File: config.mk
export PLATFORM = sky130hd
export DESIGN_NAME = bitmap_expander
export DESIGN_NICKNAME = d
export VERILOG_FILES = /design/src/rtl/line_pkg.sv /design/src/rtl/bitmap_expander.sv
export SDC_FILE = /design/constraint.sdc
export NUM_CORES = 1
export LEC_CHECK = 0
export BUFFER_PORTS_ARGS = -buffer_cell sky130_fd_sc_hd__buf_4
export CELL_PAD_IN_SITES_DETAIL_PLACEMENT = 1
export CELL_PAD_IN_SITES_GLOBAL_PLACEMENT = 1
export CORE_ASPECT_RATIO = 0.7
export CORE_UTILIZATION = 39
export CTS_BUF_LIST = sky130_fd_sc_hd__clkbuf_4 sky130_fd_sc_hd__clkbuf_8
export DETAILED_ROUTE_END_ITERATION = 6
export PLACE_DENSITY = 0.93
export SYNTH_ARGS = -nofsm -noshare
export SYNTH_HDL_FRONTEND = slang
export SYNTH_SLANG_ARGS = --single-unit
File: constraint.sdc
create_clock -name wr_clk -period 1.99 [get_ports wr_clk]
set_clock_uncertainty 0.05 [all_clocks]
set_input_delay 0 -clock wr_clk [delete_from_list [all_inputs] [get_ports wr_clk]]
set_output_delay 0 -clock wr_clk [all_outputs]
set_load 0.1 [all_outputs]
File: src/rtl/line_pkg.sv
`default_nettype none

package line_pkg;

   // ~~~~~~~~~~~~~~~~~~~~~~~~~~~~~~~~~~~~~~~~~~~~~~~~~~
   // Line geometry and field widths
   // ~~~~~~~~~~~~~~~~~~~~~~~~~~~~~~~~~~~~~~~~~~~~~~~~~~
   localparam int line_len = 1280;  // Pixels per scanline.
   localparam int addr_w   = 11;
   localparam int pix_w    = 8;     // Colour index.
   localparam int word_w   = 16;    // Incoming write word.
   localparam int byte_w   = 8;
   localparam int nib_w    = 4;
   localparam int nib_cnt  = 4;     // Nibbles per tile word.
   localparam int pal_w    = 4;
   localparam int bm_idx_w = 4;     // Bitmap bit range, 0..8.
   localparam int tl_idx_w = 3;     // Tile pixel range, 0..4.

   // One write word, seen as a bitmap byte or as four tile nibbles.
   typedef union packed {
      struct packed {
         logic [word_w-byte_w-1:0] unused;
         logic [byte_w-1:0]        bits;  // Pixel bits, msb first.
      } bitmap;
      logic [nib_cnt-1:0][nib_w-1:0] nib;  // nib[0] is leftmost.
   } line_word_t;

   typedef enum logic [1:0] {
      mode_idle,
      mode_direct,
      mode_bitmap,
      mode_tile
   } wr_mode_t;

endpackage

`default_nettype wire

File: src/rtl/bitmap_expander.sv
`timescale 1ns/1ps
`default_nettype none

module bitmap_expander import line_pkg::*; (
   input  wire                    wr_clk,
   input  wire                    reset_n,
   input  wire                    start,
   input  wire [addr_w-1:0]       addr,
   input  wire line_word_t        data,
   input  wire [bm_idx_w-1:0]     first,
   input  wire [bm_idx_w-1:0]     last,
   input  wire [pix_w-1:0]        on_color,
   input  wire [pix_w-1:0]        off_color,
   output logic                   active,
   output logic                   pix_valid,
   output logic [addr_w-1:0]      pix_addr,
   output logic [pix_w-1:0]       pix_data
);

   logic [byte_w-1:0]   bits_q;
   logic [bm_idx_w-1:0] cur_q;     // One above the bit being emitted.
   logic [bm_idx_w-1:0] last_q;
   logic [2:0]          bit_idx;
   logic [pix_w-1:0]    on_q;
   logic [pix_w-1:0]    off_q;
   logic [addr_w-1:0]   addr_q;

   assign active    = (cur_q != last_q);
   assign pix_valid = active;  // One pixel every active cycle.
   assign bit_idx   = cur_q[2:0] - 1'b1;
   assign pix_addr  = addr_q;
   assign pix_data  = bits_q[bit_idx] ? on_q : off_q;

   always_ff @(posedge wr_clk) begin
      if (!reset_n) begin
         cur_q  <= '0;
         last_q <= '0;
      end else if (start) begin
         cur_q  <= first;
         last_q <= last;
      end else if (active) begin
         cur_q <= cur_q - 1'b1;  // Walk toward last.
      end
   end

   always_ff @(posedge wr_clk) begin
      if (start) begin
         bits_q <= data.bitmap.bits;
         on_q   <= on_color;
         off_q  <= off_color;
         addr_q <= addr;
      end else if (active) begin
         addr_q <= addr_q + 1'b1;
      end
   end

endmodule

`default_nettype wire

==> results.ini <==
[grt]
grt_pass1_vias = 1779
antenna_found_initial = 0
grt_usage = 0.2703
grt_max_degree = 29
grt_overflow_total = 0
grt_pass1_wl_um = 9936

[drt]
drtPass1Iterations = 4
drt_iter0_drc = 67
post_drt_via_cell_ratio = 4.937
ant_nets = 0
vias = 1634
drc_errors = 0
wl_per_cell_um = 20.40
wirelength_um = 6751

[floorplan]
core.rowCount = 21
die_x_um = 86.29
io_pins = 75
die_height_um = 61
core_mm2 = 0.004782
dieArea_mm2 = 0.005263
start_util = 0.4055

[final_layout]
insertedDiodeCount = 0
fillCellCount = 481
seq_area_mm2 = 0.001215
areaGrowthSynthToFinish_pct = 69.16
nNetsFinal = 317
multi_input_area_um2 = 753.2
post-route-util = 0.6860
fin_cells = 331
drive_above_1_share = 0.4008

[clock_tree]
clk_pin_slew_ns = 0.09
clockBufferDepth = 2
cts-buffers-inserted = 5
cts_root_buf = clkbuf_8
cts.sinks = 43
htree_levels = 2
cts_tree = built
post_cts_buffers = 0
clock_latency_ns = 0.30

[timing]
report.final.slew_viol_count = 0
finalHoldViolCount = 0
setup_viol = 8
worst_slack_ns = -0.2750
setup_tns_ns = -2.093
tightest_slew_ns = 0.5886
fin_crit_sh = 1.138
relSlewSlack = 0.6064
max_freq_ghz = 0.4415
rsz0062_at_grt = yes
timing.final.crit_period_ns = 2.265

[power]
pwr-share-comb = 0.517
pwr-share-clk = 0.152
p_seq_frac = 0.331
sw_frac_of_total = 0.4410
power_density_mw_per_mm2 = 1124
intPower_uw = 2061
power.switching_uw = 1626
total_power_uw = 3688
leakage_uw = 0.001334
ir_drop_mv = 0.6006

[logic_synthesis]
ys_ff_latch = 43
synth_seq_area_share = 0.6245
avgSynthCellArea_um2 = 13.75
synth.distinct_cells = 27
yosys.area.top_type = edfxtp_1
synth_top_area_frac = 0.5419
syn_nets = 197
synthesis.area_mm2 = 0.001939
yosysWarnings = 0
syn_inst = 141
synthTopCellsByArea = edfxtp_1 54%, dfxtp_1 8.3%, xnor2_1 6.3%

[placement]
dp_hpwl_um = 3523
post-place-cells = 276
portBuffers = 66
gp_congestion = 0.7253
dp_slack_ns = -0.02924

[setup_path]
critPathKind = reg2out
crit_required_ns = 1.94
cp.arrival_ns = 2.21
worstPathMaxFanout = 8
start_kind = register
critPathCaptureType = output pin

[status]
outcome = finished with violations
violations = setup timing

[hold_path]
hold_class = in2reg

[job]
maxCapViolations = 0

[synth_stat cells]
| cell type | instances |
|---|---|
| nor4_1 | 1 |
| and4_1 | 1 |
| mux4_2 | 2 |
| nand2_1 | 13 |
| nand3_1 | 5 |
| ha_1 | 2 |
| mux2i_1 | 4 |
| clkbuf_1 | 3 |
| nor3_1 | 5 |
| and3_1 | 1 |
| xnor2_1 | 14 |
| a311o_1 | 1 |
| dfxtp_1 | 8 |
| nand2b_1 | 1 |
| xor2_1 | 1 |
| nor2b_1 | 4 |
| mux2_4 | 8 |
| o21ai_0 | 13 |
| mux2i_4 | 1 |
| buf_6 | 1 |
| buf_4 | 1 |
| edfxtp_1 | 35 |
| nor2_1 | 3 |
| mux2_2 | 2 |
| nand4_1 | 2 |
| a211oi_1 | 2 |
| inv_1 | 7 |
[cells by family (layout without fill, tap and decap cells)]
group	after synthesis	count (layout)	synth area share
DFF	43	43	0.6245
adders and majority gates	2	2	0.01290
muxes	17	17	0.1290
xor gates and xnor gates	15	15	0.06774
AOI/OAI and AO/OA	16	16	0.04645
buffers and inverters	12	133	0.02904
and+or+nand+nor	36	36	0.09032
[routing by layer]
metal,share of wire,global-route usage
met1,0.40,0.3122
met2,0.55,0.5079
met3,0.019,0.04218
met4,0.032,0.1262
met5,0,0
[power groups by stage]
stage / Clock (uW) / Combinational [uW] / Sequential, uW
after global placement: 0 / 1570 / 1220
after floorplan: 0 / 874 / 1580
final: 561 / 1910 / 1220
after CTS: 553 / 1860 / 1210
after global routing: 605 / 1960 / 1230
after detailed placement: 0 / 1610 / 1230
[worst max-delay path, stage by stage (launching register included)]
cell and delay (ns):
dfxtp_2 0.35, inv_2 0.06, ha_4 0.29, mux4_2 0.34, mux2i_4 0.19, buf_12 0.16
mux2_4 0.33, buf_12 0.17
[cell usage in the layout (no fill, tap or decap), types with 3 or more instances in the layout]
cell	n
buf_12	9
edfxtp_1	35
dlygate4sd3_1	47
nand3_1	4
clkbuf_8	5
nor2b_1	4
xnor2_1	12
mux2i_1	4
nor3_2	3
buf_4	62
nand2_1	13
dfxtp_2	3
o21ai_0	10
inv_1	5
mux2_4	9
o21ai_1	3
dfxtp_1	5
[area by class of cell]
cell class / instances / area share
Sequential cell: 43 / 0.3703
Timing Repair Buffer: 118 / 0.3402
Multi-Input combinational cell: 86 / 0.2296
Tap cell: 69 / 0.02632
Clock buffer: 6 / 0.02326
Inverter: 7 / 0.008009
Clock inverter: 2 / 0.002288
[metrics by stage]
step,area [um^2],hold slack (ns)
after global placement,2605,0.1286
final,3281,0.03450
after floorplan,2003,0.04887
after detailed placement,2605,0.1299
after CTS,3273,0.0001842
after global routing,3281,0.02873
[state kept, by name (all words and copies together) (netlist names)]
| name | cells |
|---|---|
| cur_q | 4 |
| on_q | 8 |
| pix_addr | 11 |
| last_q | 4 |
| off_q | 8 |
| bits_q | 8 |
[final timing paths]
kind,start,to,slack (ns),cells past startpoint
setup / recovery,cur_q[1],pix_data[2],-0.28,7
hold / removal,first[2],cur_q[2],0.03,3
setup reg to reg,cur_q[1],cur_q[1],0.12,5
hold reg to reg,cur_q[3],cur_q[3],0.63,2
[repair_timing]
item,4_1_cts,5_1_grt
pin swaps,1,0
gates resized for setup,28,1
setup endpoints to repair,8,8
hold buffers,47,0
endpoints found under the hold margin,42,0
Note: power is estimated with default switching activity, not from simulation.
