## src/rtl/line_pkg.sv

```systemverilog
`default_nettype none

package line_pkg;

   // ~~~~~~~~~~~~~~~~~~~~~~~~~~~~~~~~~~~~~~~~~~~~~~~~~~
   // Line geometry and field widths
   // ~~~~~~~~~~~~~~~~~~~~~~~~~~~~~~~~~~~~~~~~~~~~~~~~~~
   localparam int line_len = 1280;  // Pixels per scanline.
   localparam int addr_w   = 11;
   localparam int pix_w    = 8;     // Colour index.
   localparam int word_w   = 16;    // Incoming write word.
   localparam int byte_w   = 8;
   localparam int nib_w    = 4;
   localparam int nib_cnt  = 4;     // Nibbles per tile word.
   localparam int pal_w    = 4;
   localparam int bm_idx_w = 4;     // Bitmap bit range, 0..8.
   localparam int tl_idx_w = 3;     // Tile pixel range, 0..4.

   // One write word, seen as a bitmap byte or as four tile nibbles.
   typedef union packed {
      struct packed {
         logic [word_w-byte_w-1:0] unused;
         logic [byte_w-1:0]        bits;  // Pixel bits, msb first.
      } bitmap;
      logic [nib_cnt-1:0][nib_w-1:0] nib;  // nib[0] is leftmost.
   } line_word_t;

   typedef enum logic [1:0] {
      mode_idle,
      mode_direct,
      mode_bitmap,
      mode_tile
   } wr_mode_t;

endpackage

`default_nettype wire

```

## src/rtl/tile_expander.sv

```systemverilog
`timescale 1ns/1ps
`default_nettype none

module tile_expander import line_pkg::*; (
   input  wire                    wr_clk,
   input  wire                    reset_n,
   input  wire                    start,
   input  wire [addr_w-1:0]       addr,
   input  wire line_word_t        data,
   input  wire [tl_idx_w-1:0]     first,
   input  wire [tl_idx_w-1:0]     last,
   input  wire [pal_w-1:0]        palette,
   output logic                   active,
   output logic                   pix_valid,
   output logic [addr_w-1:0]      pix_addr,
   output logic [pix_w-1:0]       pix_data
);

   line_word_t          tile_q;
   logic [tl_idx_w-1:0] cur_q;
   logic [tl_idx_w-1:0] last_q;
   logic [tl_idx_w-1:0] skip_q;    // Leading nibbles still to drop.
   logic [pal_w-1:0]    pal_q;
   logic [addr_w-1:0]   addr_q;

   assign active    = (cur_q != last_q);
   assign pix_valid = active && (skip_q == '0);
   assign pix_addr  = addr_q;
   assign pix_data  = {pal_q, tile_q.nib[0]};  // Palette in the high nibble.

   // ~~~~~~~~~~~~~~~~~~~~~~~~~~~~~~~~~~~~~~~~~~~~~~~~~~
   // Pixel counters
   // ~~~~~~~~~~~~~~~~~~~~~~~~~~~~~~~~~~~~~~~~~~~~~~~~~~
   always_ff @(posedge wr_clk) begin
      if (!reset_n) begin
         cur_q  <= '0;
         last_q <= '0;
         skip_q <= '0;
      end else if (start) begin
         cur_q  <= first;
         last_q <= last;
         skip_q <= tl_idx_w'(nib_cnt) - first;
      end else if (active) begin
         if (skip_q != '0) begin
            skip_q <= skip_q - 1'b1;  // Dropped without a write.
         end else begin
            cur_q <= cur_q - 1'b1;
         end
      end
   end

   // ~~~~~~~~~~~~~~~~~~~~~~~~~~~~~~~~~~~~~~~~~~~~~~~~~~
   // Nibble shifter
   // ~~~~~~~~~~~~~~~~~~~~~~~~~~~~~~~~~~~~~~~~~~~~~~~~~~
   always_ff @(posedge wr_clk) begin
      if (start) begin
         tile_q <= data;
         pal_q  <= palette;
         addr_q <= addr;
      end else if (active) begin
         tile_q.nib <= {nib_w'(0), tile_q.nib[nib_cnt-1:1]};  // Next nibble down.
         if (skip_q == '0) begin
            addr_q <= addr_q + 1'b1;
         end
      end
   end

endmodule

`default_nettype wire

```

## config.mk

```make
export PLATFORM = sky130hd
export DESIGN_NAME = tile_expander
export DESIGN_NICKNAME = d
export VERILOG_FILES = /design/src/rtl/line_pkg.sv /design/src/rtl/tile_expander.sv
export SDC_FILE = /design/constraint.sdc
export NUM_CORES = 1
export LEC_CHECK = 0
export BUFFER_PORTS_ARGS = -buffer_cell sky130_fd_sc_hd__buf_2
export CAP_MARGIN = 30
export CORE_ASPECT_RATIO = 1.4
export CORE_MARGIN = 2
export CORE_UTILIZATION = 50
export DETAILED_ROUTE_END_ITERATION = 10
export PLACE_DENSITY = 0.78
export SYNTH_ARGS = -nofsm -noshare
export SYNTH_HDL_FRONTEND = slang
export SYNTH_SLANG_ARGS = --single-unit
export TNS_END_PERCENT = 50
```

## constraint.sdc

```tcl
create_clock -name wr_clk -period 2.8 [get_ports wr_clk]
set_input_delay 0.84 -clock wr_clk [delete_from_list [all_inputs] [get_ports wr_clk]]
set_output_delay 0.84 -clock wr_clk [all_outputs]
set_load 0.01 [all_outputs]
```

==> results.sh <==
export IMPL_status="complete, no violations"
export IMPL_min_path_type="reg -> reg"
export IMPL_period_needed_ps=2290
export IMPL_postPlaceCellArea_um2=2350
export IMPL_synth_xor_area_frac=0.0801
export IMPL_tns_ps=0
export IMPL_num_fill_cells=333
export IMPL_maxCapViolCount=0
export IMPL_seq_area_frac_synth=0.547
export IMPL_postSynthAreaPerCell_um2=11.8
export IMPL_r2r_end="pix_addr[10]"
export IMPL_dr_pass1_iters=4
export IMPL_synth_top_family_by_area="simple AND/OR/NAND/NOR gates"
export IMPL_finalSetupViolCount=0
export IMPL_drive_gt1_frac=0.386
export IMPL_power_frac_seq=0.477
export IMPL_switching_share=0.303
export IMPL_finalHoldWorstSlack_ps=514
export IMPL_r2r_slack_ps=940
export IMPL_stdcell_area_um2=2460
export IMPL_slew_violations=0
export IMPL_gr_usage_all_layers=0.178
export IMPL_ant_nets=0
export IMPL_synth_largest_area_cell="edfxtp_1"
export IMPL_synth_compound_area_frac=0.0819
export IMPL_drt_iter0_drc=40
export IMPL_grt_pass1_vias=1395
export IMPL_post_cts_buffers=0
export IMPL_r2r_start="skip_q[1]"
export IMPL_nets=277
export IMPL_critical_path_top_delay_family="flip-flops"
export IMPL_synthAdderAreaFrac=0.0308
export IMPL_ys_warnings_count=0
export IMPL_synth_simple_area_share=0.116
export IMPL_worst_path_buf_inv=2
export IMPL_cp_arrival_ps=1450
export IMPL_slew_headroom=0.628
export IMPL_worst_slack_ps=507
export IMPL_drt_total_wl_um=3620
export IMPL_intPower_mw=1.30
export IMPL_worstSetupEndpointType="output pin"
export IMPL_holdBufCountCts=0
export IMPL_clock_latency_ps=290
export IMPL_clkTransAtPathRegs_ps=80
export IMPL_io_buffers=60
export IMPL_crit_path_top_delay_cell="dfxtp_1"
export IMPL_peakVddDrop_mv=0.597
export IMPL_syn_area_um2=2030
export IMPL_rows=27
export IMPL_worst_pin_slew_ps=558
export IMPL_synth_area_mux_share=0.0967
export IMPL_yosysUniqueCellTypes=34
export IMPL_grt_pass1_wl_um=6250
export IMPL_cellPowerDensity_nw_per_um2=759
export IMPL_cts_htree_levels=2
export IMPL_postSynthCellCount=172
export IMPL_cts_resized=0
export IMPL_cts_buffer_depth=2
export IMPL_wl_per_cell_um=13.1
export IMPL_final_common_cell="buf_2"
export IMPL_critPathKind="reg -> out"
export IMPL_slowest_delay_ps=340
export IMPL_ioPinCount=61
export IMPL_via_per_inst=5.19
export IMPL_fin_crit_sh=0.819
export IMPL_die_h_um=79.4
export IMPL_grt_start_max_net_pins=26
export IMPL_cts_root_buf="clkbuf_8"
export IMPL_final_cell_mix="60 x buf_2, 31 x edfxtp_1, 17 x nand2_1, 13 x mux2_2, 13 x o21ai_0"
export IMPL_vias=1432
export IMPL_antenna_cells=0
export IMPL_required_ps=1960
export IMPL_area_growth_pct=21.3
export IMPL_critPathLaunchType="register"
export IMPL_die_w_um=57.9
export IMPL_p_switching_mw=0.567
export IMPL_dp_slack_ps=568
export IMPL_die_area_um2=4590
export IMPL_path_cells="inv_1 > ha_1 > nand2b_1 > a31oi_4 > buf_2"
export IMPL_power_leakage_nw=1.02
export IMPL_numCtsBuffers=5
export IMPL_gp_congestion=0.877
export IMPL_grt_overflow=0
export IMPL_max_clock_freq_mhz=436
export IMPL_synth_area_leaders="edfxtp_1 46%, dfxtp_1 8.9%, mux2_2 7.2%, xnor2_1 4.7%, o21ai_0 3.2%"
export IMPL_clock_sinks=40
export IMPL_drc=0
export IMPL_critPathLaunch="skip_q[1]"
export IMPL_cts_tree="yes"
export IMPL_core_area_um2=3920
export IMPL_synth_seq_cells=40
export IMPL_antenna_found_initial=0
export IMPL_crit_end="pix_valid"
export IMPL_cp_num_cells=5
export IMPL_yosysTopAreaCellShare=0.458
export IMPL_syn_num_nets=217
export IMPL_crit_fanout=4
export IMPL_power_frac_comb=0.277
export IMPL_rsz0062_at_grt="false"
export IMPL_fin_skew_ps=6.16
export IMPL_finalHoldViolCount=0
export IMPL_reg2reg_depth=5
export IMPL_clockPowerShare=0.246
export IMPL_hpwl_um=2680
export IMPL_initial_core_util=0.518
## cell usage after synthesis (all sizes together)
library cell	n
o2111ai	1
mux2i	5
nor2b	5
and2	4
clkinv	1
a21oi	4
dfxtp	9
edfxtp	31
xor2	2
nand2b	1
nor4	1
a41oi	1
nor3	3
xnor2	14
nand4	2
or2	1
nor2	3
buf	6
inv	10
nand3	8
o211ai	3
o21ai	14
mux2	13
nand2	17
ha	5
o31a	1
and3	1
a31oi	2
clkbuf	4
## cell families (layout without fill, tap and decap cells)
| family | Yosys count | in the layout |
|---|---|---|
| buffers and inverters | 21 | 82 |
| adder cells (fa/ha/maj) | 5 | 5 |
| XOR/XNOR | 16 | 16 |
| AO/OA/AOI/OAI | 26 | 26 |
| AND/OR/NAND/NOR | 46 | 46 |
| multiplexers | 18 | 18 |
| flip-flops | 40 | 40 |
## how the worst min path moves through the flow
stage | startpoint | end | slack (ps) | cells past startpoint
2_1_floorplan | cur_q[1] | cur_q[1] | 470 | 2
3_3_place_gp | cur_q[1] | cur_q[1] | 500 | 2
3_5_place_dp | cur_q[1] | cur_q[1] | 510 | 2
4_1_cts | cur_q[1] | cur_q[1] | 520 | 2
5_1_grt | cur_q[1] | cur_q[1] | 550 | 2
6_report | cur_q[1] | cur_q[1] | 510 | 2
## per-stage QoR
step                      power [mW]  std cells   util
after floorplan                 1.26        172      -
after global placement          1.41        268  0.600
after detailed placement        1.42        268  0.600
after CTS                       1.89        276  0.629
after global routing            1.98        276  0.629
final                           1.87        276  0.629
## worst reg2reg max path: stages, from the launching register on
cell      delay, ps
dfxtp_1         340
inv_1            90
ha_1            210
nand2b_1        120
a31oi_4         230
or2_1           500
## state kept, by name, indices dropped and copies added (netlist names)
register,count
last_q,3
tile_q,16
pix_addr,11
pal_q,4
cur_q,3
skip_q,3
## cell type report
| type | instances | area (um2) | share of cell area |
|---|---|---|---|
| Inverter | 11 | 41.3 | 0.0168 |
| Clock inverter | 3 | 42.5 | 0.0173 |
| Multi-Input combinational cell | 111 | 823 | 0.334 |
| Sequential cell | 40 | 1110 | 0.451 |
| Clock buffer | 5 | 68.8 | 0.0279 |
| Timing Repair Buffer | 63 | 323 | 0.131 |
| Tap cell | 43 | 53.8 | 0.0218 |
## power by group through the flow
stage	Combinational, mW	Sequential, mW	Clock, mW
floorplan	0.344	0.915	0
global placement	0.510	0.899	0
detailed placement	0.515	0.907	0
CTS	0.523	0.895	0.468
global route	0.580	0.914	0.491
finish	0.518	0.893	0.460
## routing by layer
layer / up-vias / GRT usage / part of all wire
li1: 724 / - / -
met1: 650 / 0.207 / 0.39
met2: 50 / 0.309 / 0.53
met3: 8 / 0.0454 / 0.064
met4: 0 / 0.0698 / 0.018
met5: - / 0 / 0
Power figures use the tool's default switching activity.
