**src/rtl/line_pkg.sv**
```systemverilog
`default_nettype none

package line_pkg;

   // ~~~~~~~~~~~~~~~~~~~~~~~~~~~~~~~~~~~~~~~~~~~~~~~~~~
   // Line geometry and field widths
   // ~~~~~~~~~~~~~~~~~~~~~~~~~~~~~~~~~~~~~~~~~~~~~~~~~~
   localparam int line_len = 1280;  // Pixels per scanline.
   localparam int addr_w   = 11;
   localparam int pix_w    = 8;     // Colour index.
   localparam int word_w   = 16;    // Incoming write word.
   localparam int byte_w   = 8;
   localparam int nib_w    = 4;
   localparam int nib_cnt  = 4;     // Nibbles per tile word.
   localparam int pal_w    = 4;
   localparam int bm_idx_w = 4;     // Bitmap bit range, 0..8.
   localparam int tl_idx_w = 3;     // Tile pixel range, 0..4.

   // One write word, seen as a bitmap byte or as four tile nibbles.
   typedef union packed {
      struct packed {
         logic [word_w-byte_w-1:0] unused;
         logic [byte_w-1:0]        bits;  // Pixel bits, msb first.
      } bitmap;
      logic [nib_cnt-1:0][nib_w-1:0] nib;  // nib[0] is leftmost.
   } line_word_t;

   typedef enum logic [1:0] {
      mode_idle,
      mode_direct,
      mode_bitmap,
      mode_tile
   } wr_mode_t;

endpackage

`default_nettype wire

```
**src/rtl/line_write_ctrl.sv**
```systemverilog
`timescale 1ns/1ps
`default_nettype none

module line_write_ctrl import line_pkg::*; (
   input  wire                    wr_clk,
   input  wire                    reset_n,
   input  wire                    wr_en,
   input  wire [addr_w-1:0]       wr_addr,
   input  wire line_word_t        wr_data,
   input  wire [bm_idx_w-1:0]     wr_bitmap_first,
   input  wire [tl_idx_w-1:0]     wr_tile_pixel_first,
   input  wire                    bm_active,
   input  wire                    bm_pix_valid,
   input  wire [addr_w-1:0]       bm_pix_addr,
   input  wire [pix_w-1:0]        bm_pix_data,
   input  wire                    tl_active,
   input  wire                    tl_pix_valid,
   input  wire [addr_w-1:0]       tl_pix_addr,
   input  wire [pix_w-1:0]        tl_pix_data,
   output logic                   bm_start,
   output logic                   tl_start,
   output logic                   ram_wr_en,
   output logic [addr_w-1:0]      ram_wr_addr,
   output logic [pix_w-1:0]       ram_wr_data,
   output logic                   wr_busy
);

   wr_mode_t mode;
   wr_mode_t cmd_mode;
   logic     accept;

   // ~~~~~~~~~~~~~~~~~~~~~~~~~~~~~~~~~~~~~~~~~~~~~~~~~~
   // Command acceptance
   // ~~~~~~~~~~~~~~~~~~~~~~~~~~~~~~~~~~~~~~~~~~~~~~~~~~
   assign wr_busy = (mode == mode_bitmap) || (mode == mode_tile);
   assign accept  = wr_en && !wr_busy;  // Back-pressure.

   always_comb begin
      if (wr_bitmap_first != '0) begin
         cmd_mode = mode_bitmap;
      end else if (wr_tile_pixel_first != '0) begin
         cmd_mode = mode_tile;
      end else begin
         cmd_mode = mode_direct;
      end
   end

   assign bm_start = accept && (cmd_mode == mode_bitmap);
   assign tl_start = accept && (cmd_mode == mode_tile);

   always_ff @(posedge wr_clk) begin
      if (!reset_n) begin
         mode <= mode_idle;
      end else if (accept) begin
         mode <= cmd_mode;
      end else begin
         case (mode)
            mode_direct: mode <= mode_idle;
            mode_bitmap: if (!bm_active) mode <= mode_idle;  // Expander drained.
            mode_tile:   if (!tl_active) mode <= mode_idle;
            default:     mode <= mode_idle;
         endcase
      end
   end

   // ~~~~~~~~~~~~~~~~~~~~~~~~~~~~~~~~~~~~~~~~~~~~~~~~~~
   // RAM write port through one register stage
   // ~~~~~~~~~~~~~~~~~~~~~~~~~~~~~~~~~~~~~~~~~~~~~~~~~~
   always_ff @(posedge wr_clk) begin
      if (!reset_n) begin
         ram_wr_en <= 1'b0;
      end else begin
         ram_wr_en <= (accept && cmd_mode == mode_direct) ||
                      (mode == mode_bitmap && bm_pix_valid) ||
                      (mode == mode_tile && tl_pix_valid);
      end
   end

   always_ff @(posedge wr_clk) begin
      if (accept && cmd_mode == mode_direct) begin
         ram_wr_addr <= wr_addr;
         ram_wr_data <= wr_data.bitmap.bits;  // Low byte is the index.
      end else if (mode == mode_bitmap) begin
         ram_wr_addr <= bm_pix_addr;
         ram_wr_data <= bm_pix_data;
      end else if (mode == mode_tile) begin
         ram_wr_addr <= tl_pix_addr;
         ram_wr_data <= tl_pix_data;
      end
   end

endmodule

`default_nettype wire

```
**config.mk**
```make
export PLATFORM = sky130hd
export DESIGN_NAME = line_write_ctrl
export DESIGN_NICKNAME = d
export VERILOG_FILES = /design/src/rtl/line_pkg.sv /design/src/rtl/line_write_ctrl.sv
export SDC_FILE = /design/constraint.sdc
export NUM_CORES = 1
export LEC_CHECK = 0
export ABC_AREA = 1
export BUFFER_PORTS_ARGS = -buffer_cell sky130_fd_sc_hd__buf_4
export CORE_AREA = 2 2 56 69
export DETAILED_ROUTE_END_ITERATION = 16
export DIE_AREA = 0 0 58 71
export GPL_TIMING_DRIVEN = 0
export HOLD_SLACK_MARGIN = 0.12
export PLACE_DENSITY_LB_ADDON = 0.1
export SYNTH_ARGS = -nofsm -noshare
export SYNTH_HDL_FRONTEND = slang
export SYNTH_SLANG_ARGS = --single-unit
```
**constraint.sdc**
```tcl
create_clock -name wr_clk -period 2.2 [get_ports wr_clk]
set_input_delay 0.22 -clock wr_clk [delete_from_list [all_inputs] [get_ports wr_clk]]
set_output_delay 0.22 -clock wr_clk [all_outputs]
set_load 0.01 [all_outputs]
```
==> results.txt, run 1 <==
Sw Ratio = 23.9%
Yosys warnings = 0
Net Sw Power = 0.286 mW
RD Place Congestion = 0.738
final setup skew = 0.000837 ns
CP Launch Type = flip-flop
initial antenna violation count = 0
P_int = 0.913 mW
Synth cell types = 16
outcome = finished clean
FMAX = 512 MHz
H-tree depth = 1
Reg power frac = 42.8%
CTS Sinks = 22
clock tree buffer depth = 2
Worst Path Max Fanout = 19
Post-Layout Cell Count = 317
gr ovfl total = 0
row count = 24
setup TNS = 0 ns
CTS clock-pin slew for the worst setup and hold paths = 0.08 ns
vias in the first global route = 1324
Clock power frac = 31.3%
post-CTS setup buffers = 0
Synth area leaders = edfxtp_1 (44%), nand2_1 (30%), nand3_1 (8.9%), dfxtp_1 (4.6%), inv_1 (2.3%)
post-synthesis register bit count = 22
Placed Cells = 313
Worst Path Buf+Inv = 2
Crit Path Class = reg -> reg
first-pass GRT wire length = 5820 µm
I/O pins = 102
critical path arrival = 1.85 ns
most frequent CP cell = nand2_1
Post-Syn Instances = 181
Starting Density = 37.2%
worst reg2reg path depth = 6
Worst R2R Start = mode[1]
CP delay by family, top = simple AND/OR/NAND/NOR gates
Antenna diodes = 0
RSZ-0062 raised after global routing = no
Yosys top cell by area = edfxtp_1
layout cells sized above 1 = 40.3%
antenna-violating nets left = 0
nets = 358
Commonest cells post-synth = nand2_1 (105), nand3_1 (23), edfxtp_1 (19), inv_1 (8)
Root Driver = clkbuf_8
Placement Setup Slack = 0.227 ns
die span in y = 71 µm
worst vdd ir = 0.000284 V
top-count cell post-synth = nand2_1
cell count along the critical path = 6
core area = 3480 µm²
Post-DP HPWL = 2710 µm
Synth Cell Area = 1300 µm²
DRT iter0 DRCs = 54
worst reg2reg setup slack = 0.25 ns
reg2reg end = ram_wr_data[2]
Worst-Skew Late Latency = 0.26 ns
EDFF count, synth = 19
Hold Path Class = in -> reg
CP max-delay cell = nand2_1
Via density = 4.42
leak pwr = 1.16 nW
hold buffers post-CTS = 0
Routed WL per cell = 11.1 µm
Synth-to-Final Area Change = 63.1%
Total Wirelength = 3530 µm
Worst path max stage delay = 0.63 ns
max_cap viols = 0
CTS resizes = 0
Critical Path Sink = ram_wr_data[2]
Period minus WS final = 1.95 ns
fin crit share = 88.7%
Synthesized Nets = 260
DR vias = 1401
CP Data Required Time = 2.09 ns
CTS tree = built
Setup-failing EPs final = 0
Avg Inst Size Synth = 7.17 µm²
Seq/Total Area, Yosys = 48.6%
# port buffers = 93
die area = 4120 µm²
DR pass1 iterations = 4
CP Cell Sequence = inv_2, nand2_2, nor2_2, nand2_1, buf_2, nand2_1
Final Max Tran Viols = 0
ys flop type = edfxtp_1
Setup crit end kind = flip-flop
Worst setup startpoint = mode[1]
CTS Buf Count = 3
Async S/R FF share, synth = 0%
DIE WIDTH = 58 µm
Synth top area share = 44.0%
endpoints failing hold = 0
Logic pwr share = 25.9%
largest net degree at the start of global routing = 20
Slew HR = 45.3%
Power Density = 567 nW/µm²
Total GRT Usage = 18.1%
Worst-Margin Slew = 0.819 ns
worst setup margin = 0.248 ns
DRC = 0
power groups by stage:
stage	sequential (mW)	combinational (mW)	clock, mW
finish	0.513	0.311	0.375
global route	0.517	0.350	0.400
CTS	0.514	0.316	0.382
detailed placement	0.523	0.315	0
global placement	0.522	0.310	0
floorplan	0.540	0.123	0
cell usage in the layout (no fill, tap or decap):
master / netlist / routed
a21oi_1: 1 / 1
a21oi_2: 1 / 1
buf_2: 3 / 3
buf_4: 3 / 96
buf_6: 1 / 1
bufinv_16: 0 / 1
clkbuf_1: 3 / 3
clkbuf_8: 0 / 3
dfxtp_1: 3 / 3
edfxtp_1: 19 / 19
inv_1: 8 / 8
inv_2: 4 / 4
nand2_1: 105 / 105
nand2_2: 1 / 1
nand3_1: 23 / 23
nor2_1: 4 / 4
nor2_2: 1 / 1
nor2_4: 1 / 1
sequential cells by signal, summed over array words and instances (netlist names):
signal and count:
ram_wr_data 8, mode 2, ram_wr_en 1, ram_wr_addr 11
stage by stage:
step | hold WS [ns] | cell area [µm²] | utilization, % | power, mW
floorplan | 0.318 | 1300 | - | 0.663
global placement | 0.420 | 2040 | 58.7 | 0.833
detailed placement | 0.430 | 2040 | 58.7 | 0.838
CTS | 0.158 | 2120 | 60.7 | 1.21
global route | 0.164 | 2120 | 60.7 | 1.27
finish | 0.156 | 2120 | 60.7 | 1.20
worst min-delay path by stage:
stage	from	endpoint	slack (ns)	cells past startpoint
5_1_grt	reset_n	mode[1]	0.16	3
3_5_place_dp	reset_n	mode[1]	0.43	3
2_1_floorplan	reset_n	mode[1]	0.32	2
4_1_cts	reset_n	mode[1]	0.16	3
3_3_place_gp	reset_n	mode[1]	0.42	3
6_report	reset_n	mode[1]	0.16	3
area by class of cell:
class / count / area, µm²
inverter: 12 / 45.0
sequential: 22 / 631
buffer: 10 / 60.1
clock buffer: 3 / 41.3
tap: 39 / 48.8
fill: 348 / 1370
timing repair buffer: 93 / 698
clock inverter: 1 / 30.0
multi-input combinational: 137 / 562
metal layers:
layer | global-route usage [%] | vias to the layer above | routed length [µm] | part of all wire (%)
li1 | - | 760 | - | -
met1 | 22.0 | 588 | 1480 | 42
met2 | 31.8 | 51 | 1760 | 50
met3 | 4.20 | 2 | 270 | 7.6
met4 | 4.65 | 0 | 19 | 0.54
met5 | 0 | - | 0 | 0
worst register-to-register path: stages (launching register included):
cell and delay, ns:
dfxtp_1 0.36, inv_2 0.11, nand2_2 0.06, nor2_2 0.13, nand2_1 0.09, buf_2 0.20
nand2_1 0.63
cells by family (layout without fill, tap and decap cells):
| group | after synthesis | after routing | share of synthesized area [%] |
|---|---|---|---|
| buffers and inverters | 22 | 119 | 8.10 |
| AOI/OAI and AO/OA | 2 | 2 | 1.06 |
| DFF | 22 | 22 | 48.6 |
| and+or+nand+nor | 135 | 135 | 42.2 |
No activity file was read; power rests on OpenSTA's default activity.
==> run 2, diff against run 1 <==
--- a/config.mk
+++ b/config.mk
@@ -14,4 +14,5 @@
 export HOLD_SLACK_MARGIN = 0.12
 export PLACE_DENSITY_LB_ADDON = 0.1
+export SLEW_MARGIN = 15
 export SYNTH_ARGS = -nofsm -noshare
 export SYNTH_HDL_FRONTEND = slang
==> constraint.sdc (replaced) <==
create_clock -name wr_clk -period 2.2 [get_ports wr_clk]
set_input_delay 0 -clock wr_clk [delete_from_list [all_inputs] [get_ports wr_clk]]
set_output_delay 0 -clock wr_clk [all_outputs]
set_load 0.01 [all_outputs]
==> results.txt, run 2 (synthesized netlist as in run 1, its figures left out) <==
nets = 399 (was 358)
CTS tree = built (unchanged)
area of the multi-input gates = 562 µm² (unchanged)
Finished Cell Area = 2530 µm² (was 2120 µm²)
initial antenna violation count = 0 (unchanged)
DRC = 0 (unchanged)
hold path depth = 5 (was 3)
worst reg2reg path depth = 6 (unchanged)
core area = 3480 µm² (unchanged)
die area = 4120 µm² (unchanged)
CTS resizes = 0 (unchanged)
layout cells sized above 1 = 35.1% (was 40.3%)
fin crit share = 89.2% (was 88.7%)
RSZ-0062 raised after global routing = no (unchanged)
FMAX = 510 MHz (was 512 MHz)
Crit Path Class = reg -> reg (unchanged)
Sw Ratio = 23.6% (was 23.9%)
Placed Area = 2040 µm² (unchanged)
Routed WL per cell = 11.6 µm (was 11.1 µm)
Hold Path Class = in -> reg (unchanged)
endpoints failing hold = 0 (unchanged)
register area = 631 µm² (unchanged)
Worst R2R Start = mode[1] (unchanged)
most frequent cells in the layout = nand2_1 (105), buf_4 (96), dlygate4sd3_1 (41) (was nand2_1 (105), buf_4 (96), nand3_1 (23))
first-pass GRT wire length = 6850 µm (was 5820 µm)
most frequent CP cell = nand2_1 (unchanged)
Reg power frac = 39.7% (was 42.8%)
gr ovfl total = 0 (unchanged)
top flop regs = ram_wr_addr: 11 flops, ram_wr_data: 8 flops, mode: 2 flops (unchanged)
DR pass1 iterations = 4 (unchanged)
DR vias = 1599 (was 1401)
Net Sw Power = 0.305 mW (was 0.286 mW)
most common cell after layout, fill and taps aside = nand2_1 (unchanged)
max_cap viols = 0 (unchanged)
Worst Path Max Fanout = 19 (unchanged)
Post-DP HPWL = 2710 µm (unchanged)
Placement Setup Slack = 0.227 ns (unchanged)
worst setup margin = 0.238 ns (was 0.248 ns)
# port buffers = 93 (unchanged)
Power Density = 511 nW/µm² (was 567 nW/µm²)
setup TNS = 0 ns (unchanged)
RD Place Congestion = 0.738 (unchanged)
Slew HR = 43.6% (was 45.3%)
Logic pwr share = 31.2% (was 25.9%)
Clock power frac = 29.1% (was 31.3%)
Filler Cells Inserted = 299 (was 348)
CP Cell Sequence = inv_2, nand2_2, nor2_2, nand2_1, buf_2, nand2_1 (unchanged)
worst vdd ir = 0.000356 V (was 0.000284 V)
die span in y = 71 µm (unchanged)
antenna-violating nets left = 0 (unchanged)
Biggest register = ram_wr_addr (unchanged)
Hold Path Sink = ram_wr_addr[0] (was mode[1])
CP max-delay cell = nand2_1 (unchanged)
Setup-failing EPs final = 0 (unchanged)
worst reg2reg setup slack = 0.24 ns (was 0.25 ns)
Worst-Margin Slew = 0.843 ns (was 0.819 ns)
CP Launch Type = flip-flop (unchanged)
DIE WIDTH = 58 µm (unchanged)
Synth-to-Final Area Change = 94.7% (was 63.1%)
CTS Buf Count = 3 (unchanged)
Starting Density = 37.2% (unchanged)
Total Wirelength = 4160 µm (was 3530 µm)
vias in the first global route = 1630 (was 1324)
CP delay by family, top = simple AND/OR/NAND/NOR gates (unchanged)
CTS clock-pin slew for the worst setup and hold paths = 0.08 ns (about the same)
I/O pins = 102 (unchanged)
Worst-Skew Late Latency = 0.26 ns (about the same)
Antenna diodes = 0 (unchanged)
Final Max Tran Viols = 0 (unchanged)
critical path arrival = 1.85 ns (about the same)
H-tree depth = 1 (unchanged)
final setup skew = 0.00646 ns (was 0.000837 ns)
leak pwr = 1.33 nW (was 1.16 nW)
DRT iter0 DRCs = 30 (was 54)
max FFs per register = 11 (unchanged)
total power = 1.29 mW (was 1.20 mW)
Worst path max stage delay = 0.64 ns (was 0.63 ns)
CP Data Required Time = 2.09 ns (about the same)
Worst Path Buf+Inv = 2 (unchanged)
Via density = 4.47 (was 4.42)
P_int = 0.987 mW (was 0.913 mW)
min-delay src = tl_pix_addr[0] (was reset_n)
Root Driver = clkbuf_8 (unchanged)
row count = 24 (unchanged)
CTS Sinks = 22 (unchanged)
reg2reg end = ram_wr_addr[3] (was ram_wr_data[2])
outcome = finished clean (unchanged)
Setup crit end kind = flip-flop (unchanged)
largest net degree at the start of global routing = 20 (unchanged)
Total GRT Usage = 21.2% (was 18.1%)
clock tree buffer depth = 2 (unchanged)
cell count along the critical path = 6 (unchanged)
Period minus WS final = 1.96 ns (was 1.95 ns)
-- run 2: metal layers --
metal / track usage [%] / vias to the layer above / wire length, µm
li1: - / 842 / -
met1: 23.7 / 700 / 1630
met2: 40.0 / 53 / 2220
met3: 4.02 / 4 / 274
met4: 5.68 / 0 / 28
met5: 0 / - / 0
-- run 2: worst max path at each step --
stage / endpoint / slack, ns / start
floorplan: ram_wr_addr[0] / 0.55 / mode[1]
global placement: ram_wr_addr[7] / 0.26 / mode[1]
detailed placement: ram_wr_data[0] / 0.23 / mode[1]
CTS: ram_wr_addr[1] / 0.22 / mode[1]
global route: ram_wr_addr[3] / 0.09 / mode[1]
finish: ram_wr_addr[3] / 0.24 / mode[1]
-- run 2: power by group through the flow --
| stage | Clock (mW) | Combinational (mW) | Sequential [mW] |
|---|---|---|---|
| 2_1_floorplan | 0 | 0.123 | 0.540 |
| 3_3_place_gp | 0 | 0.310 | 0.522 |
| 3_5_place_dp | 0 | 0.315 | 0.523 |
| 4_1_cts | 0.382 | 0.402 | 0.514 |
| 5_1_grt | 0.399 | 0.446 | 0.517 |
| 6_report | 0.376 | 0.403 | 0.513 |
-- run 2: per-stage QoR --
stage               std cells  hold slack (ns)  utilization (%)
floorplan                 181           0.0976                -
detailed placement        313            0.210             58.7
finish                    358            0.126             72.5
global route              358            0.145             72.5
CTS                       358            0.134             72.5
global placement          313            0.200             58.7
-- run 2: tightest hold or removal path: cells and delay by family --
kind / cells / cell delay, ns
simple gates: 4 / 0.20
buf+inv: 1 / 0.08
-- run 2: final cells by class --
class / count / area share [%]
multi-input cells: 137 / 22.2
repair buffers: 134 / 43.9
clock buffers: 3 / 1.63
clock inverters: 1 / 1.19
inverters: 12 / 1.78
plain buffers: 10 / 2.38
well taps: 39 / 1.93
flip-flops and latches: 22 / 25.0
-- run 2: timing repair --
action | CTS | global route
buffers inserted | 0 | 0
hold buffers | 41 | 0
hold endpoints to repair | 22 | 0
==> run 3, diff against run 2 <==
PLACE_DENSITY_LB_ADDON = 0.15   (was 0.1)
==> results.txt, run 3 (synthesized netlist as in run 1, its figures left out) <==
clock tree buffer depth = 2 (unchanged)
most frequent cells in the layout = nand2_1 (105), buf_4 (96), dlygate4sd3_1 (42) (was nand2_1 (105), buf_4 (96), dlygate4sd3_1 (41))
worst reg2reg setup slack = 0.28 ns (was 0.24 ns)
Starting Density = 37.2% (unchanged)
CP Data Required Time = 2.10 ns (was 2.09 ns)
Power Density = 512 nW/µm² (was 511 nW/µm²)
CTS Sinks = 22 (unchanged)
worst reg2reg path depth = 6 (unchanged)
Worst Path Max Fanout = 19 (unchanged)
critical path arrival = 1.82 ns (was 1.85 ns)
Total Wirelength = 4130 µm (was 4160 µm)
total power = 1.30 mW (was 1.29 mW)
core area = 3480 µm² (unchanged)
endpoints failing hold = 0 (unchanged)
initial antenna violation count = 0 (unchanged)
max_cap viols = 0 (unchanged)
antenna-violating nets left = 0 (unchanged)
Min Hold Slack = 0.143 ns (was 0.126 ns)
DRT iter0 DRCs = 45 (was 30)
row count = 24 (unchanged)
Period minus WS final = 1.92 ns (was 1.96 ns)
Final Max Tran Viols = 0 (unchanged)
die span in y = 71 µm (unchanged)
RSZ-0062 raised after global routing = no (unchanged)
Slew HR = 47.3% (was 43.6%)
# port buffers = 93 (unchanged)
Total GRT Usage = 20.6% (was 21.2%)
Worst R2R Start = mode[1] (unchanged)
CTS resizes = 0 (unchanged)
vias in the first global route = 1558 (was 1630)
Root Driver = clkbuf_8 (unchanged)
DR vias = 1617 (was 1599)
area of the multi-input gates = 562 µm² (unchanged)
CP Launch Type = flip-flop (unchanged)
register area = 631 µm² (unchanged)
Setup crit end kind = flip-flop (unchanged)
Clock power frac = 29.3% (was 29.1%)
Post-DP HPWL = 2690 µm (was 2710 µm)
Layout Utilization = 72.8% (was 72.5%)
Logic pwr share = 31.2% (about the same)
Placement Setup Slack = 0.253 ns (was 0.227 ns)
top flop regs = ram_wr_addr: 11 flops, ram_wr_data: 8 flops, mode: 2 flops (unchanged)
worst setup margin = 0.276 ns (was 0.238 ns)
setup TNS = 0 ns (unchanged)
fin crit share = 87.4% (was 89.2%)
nets = 400 (was 399)
Antenna diodes = 0 (unchanged)
hold path depth = 7 (was 5)
reg2reg end = ram_wr_data[4] (was ram_wr_addr[3])
Routed WL per cell = 11.5 µm (was 11.6 µm)
DRC = 0 (unchanged)
most common cell after layout, fill and taps aside = nand2_1 (unchanged)
FMAX = 520 MHz (was 510 MHz)
leak pwr = 1.34 nW (was 1.33 nW)
Reg power frac = 39.5% (was 39.7%)
layout cells sized above 1 = 35.0% (was 35.1%)
Synth-to-Final Area Change = 95.5% (was 94.7%)
Hold Path Sink = mode[1] (was ram_wr_addr[0])
I/O pins = 102 (unchanged)
CTS clock-pin slew for the worst setup and hold paths = 0.08 ns (about the same)
Biggest register = ram_wr_addr (unchanged)
Net Sw Power = 0.309 mW (was 0.305 mW)
die area = 4120 µm² (unchanged)
min-delay src = bm_active (was tl_pix_addr[0])
gr ovfl total = 0 (unchanged)
Worst-Skew Late Latency = 0.27 ns (was 0.26 ns)
DIE WIDTH = 58 µm (unchanged)
final setup skew = 0.00599 ns (was 0.00646 ns)
Worst-Margin Slew = 0.788 ns (was 0.843 ns)
first-pass GRT wire length = 6600 µm (was 6850 µm)
CTS Buf Count = 3 (unchanged)
largest net degree at the start of global routing = 20 (unchanged)
CTS tree = built (unchanged)
Filler Cells Inserted = 299 (unchanged)
H-tree depth = 1 (unchanged)
DR pass1 iterations = 5 (was 4)
Setup-failing EPs final = 0 (unchanged)
Hold Path Class = in -> reg (unchanged)
Crit Path Class = reg -> reg (unchanged)
RD Place Congestion = 0.744 (was 0.738)
Via density = 4.50 (was 4.47)
Sw Ratio = 23.8% (was 23.6%)
worst vdd ir = 0.000438 V (was 0.000356 V)
max FFs per register = 11 (unchanged)
P_int = 0.990 mW (was 0.987 mW)
outcome = finished clean (unchanged)
-- run 3: cell types whose count changed in the layout (fill, tap and decap cells not counted) --
cell | before | now
dlygate4sd3_1 | 41 | 42
-- run 3: power by group through the flow --
stage / clock (mW) / sequential [mW] / combinational [mW]
5_1_grt: 0.398 / 0.516 / 0.450
2_1_floorplan: 0 / 0.540 / 0.123
3_5_place_dp: 0 / 0.522 / 0.315
6_report: 0.380 / 0.513 / 0.405
4_1_cts: 0.380 / 0.513 / 0.405
3_3_place_gp: 0 / 0.522 / 0.311
-- run 3: critical path: stages, from the launching register on --
cell and delay (ns):
dfxtp_1 0.36, inv_2 0.11, nand2_2 0.06, nor2_2 0.13
nand2_1 0.09, buf_2 0.20, nand2_1 0.60
-- run 3: how the worst max path moves through the flow --
stage,startpoint,end,slack [ns]
CTS,mode[1],ram_wr_data[4],0.24
detailed placement,mode[1],ram_wr_addr[6],0.25
global route,mode[1],ram_wr_data[5],0.10
global placement,mode[1],ram_wr_addr[6],0.27
finish,mode[1],ram_wr_data[4],0.28
floorplan,mode[1],ram_wr_addr[0],0.55
-- run 3: timing repair --
action                    4_1_cts  5_1_grt
hold buffers                   42        0
hold endpoints to repair       22        0
setup buffers                   0        0
-- run 3: routing by layer --
layer | part of all wire (%) | vias up | global-route usage (%)
li1 | - | 846 | -
met1 | 39 | 704 | 22.5
met2 | 53 | 61 | 38.4
met3 | 6.6 | 6 | 3.84
met4 | 1.3 | 0 | 7.49
met5 | 0 | - | 0
-- run 3: area by class of cell --
| type | count | area share [%] |
|---|---|---|
| Tap cell | 39 | 1.92 |
| Sequential cell | 22 | 24.9 |
| Buffer | 10 | 2.37 |
| Multi-Input combinational cell | 137 | 22.2 |
| Inverter | 12 | 1.78 |
| Timing Repair Buffer | 135 | 44.1 |
| Clock buffer | 3 | 1.63 |
| Clock inverter | 1 | 1.18 |
-- run 3: stage by stage --
stage / area, µm² / cells
after floorplan: 1300 / 181
after detailed placement: 2040 / 313
after CTS: 2540 / 359
after global routing: 2540 / 359
final: 2540 / 359
after global placement: 2040 / 313
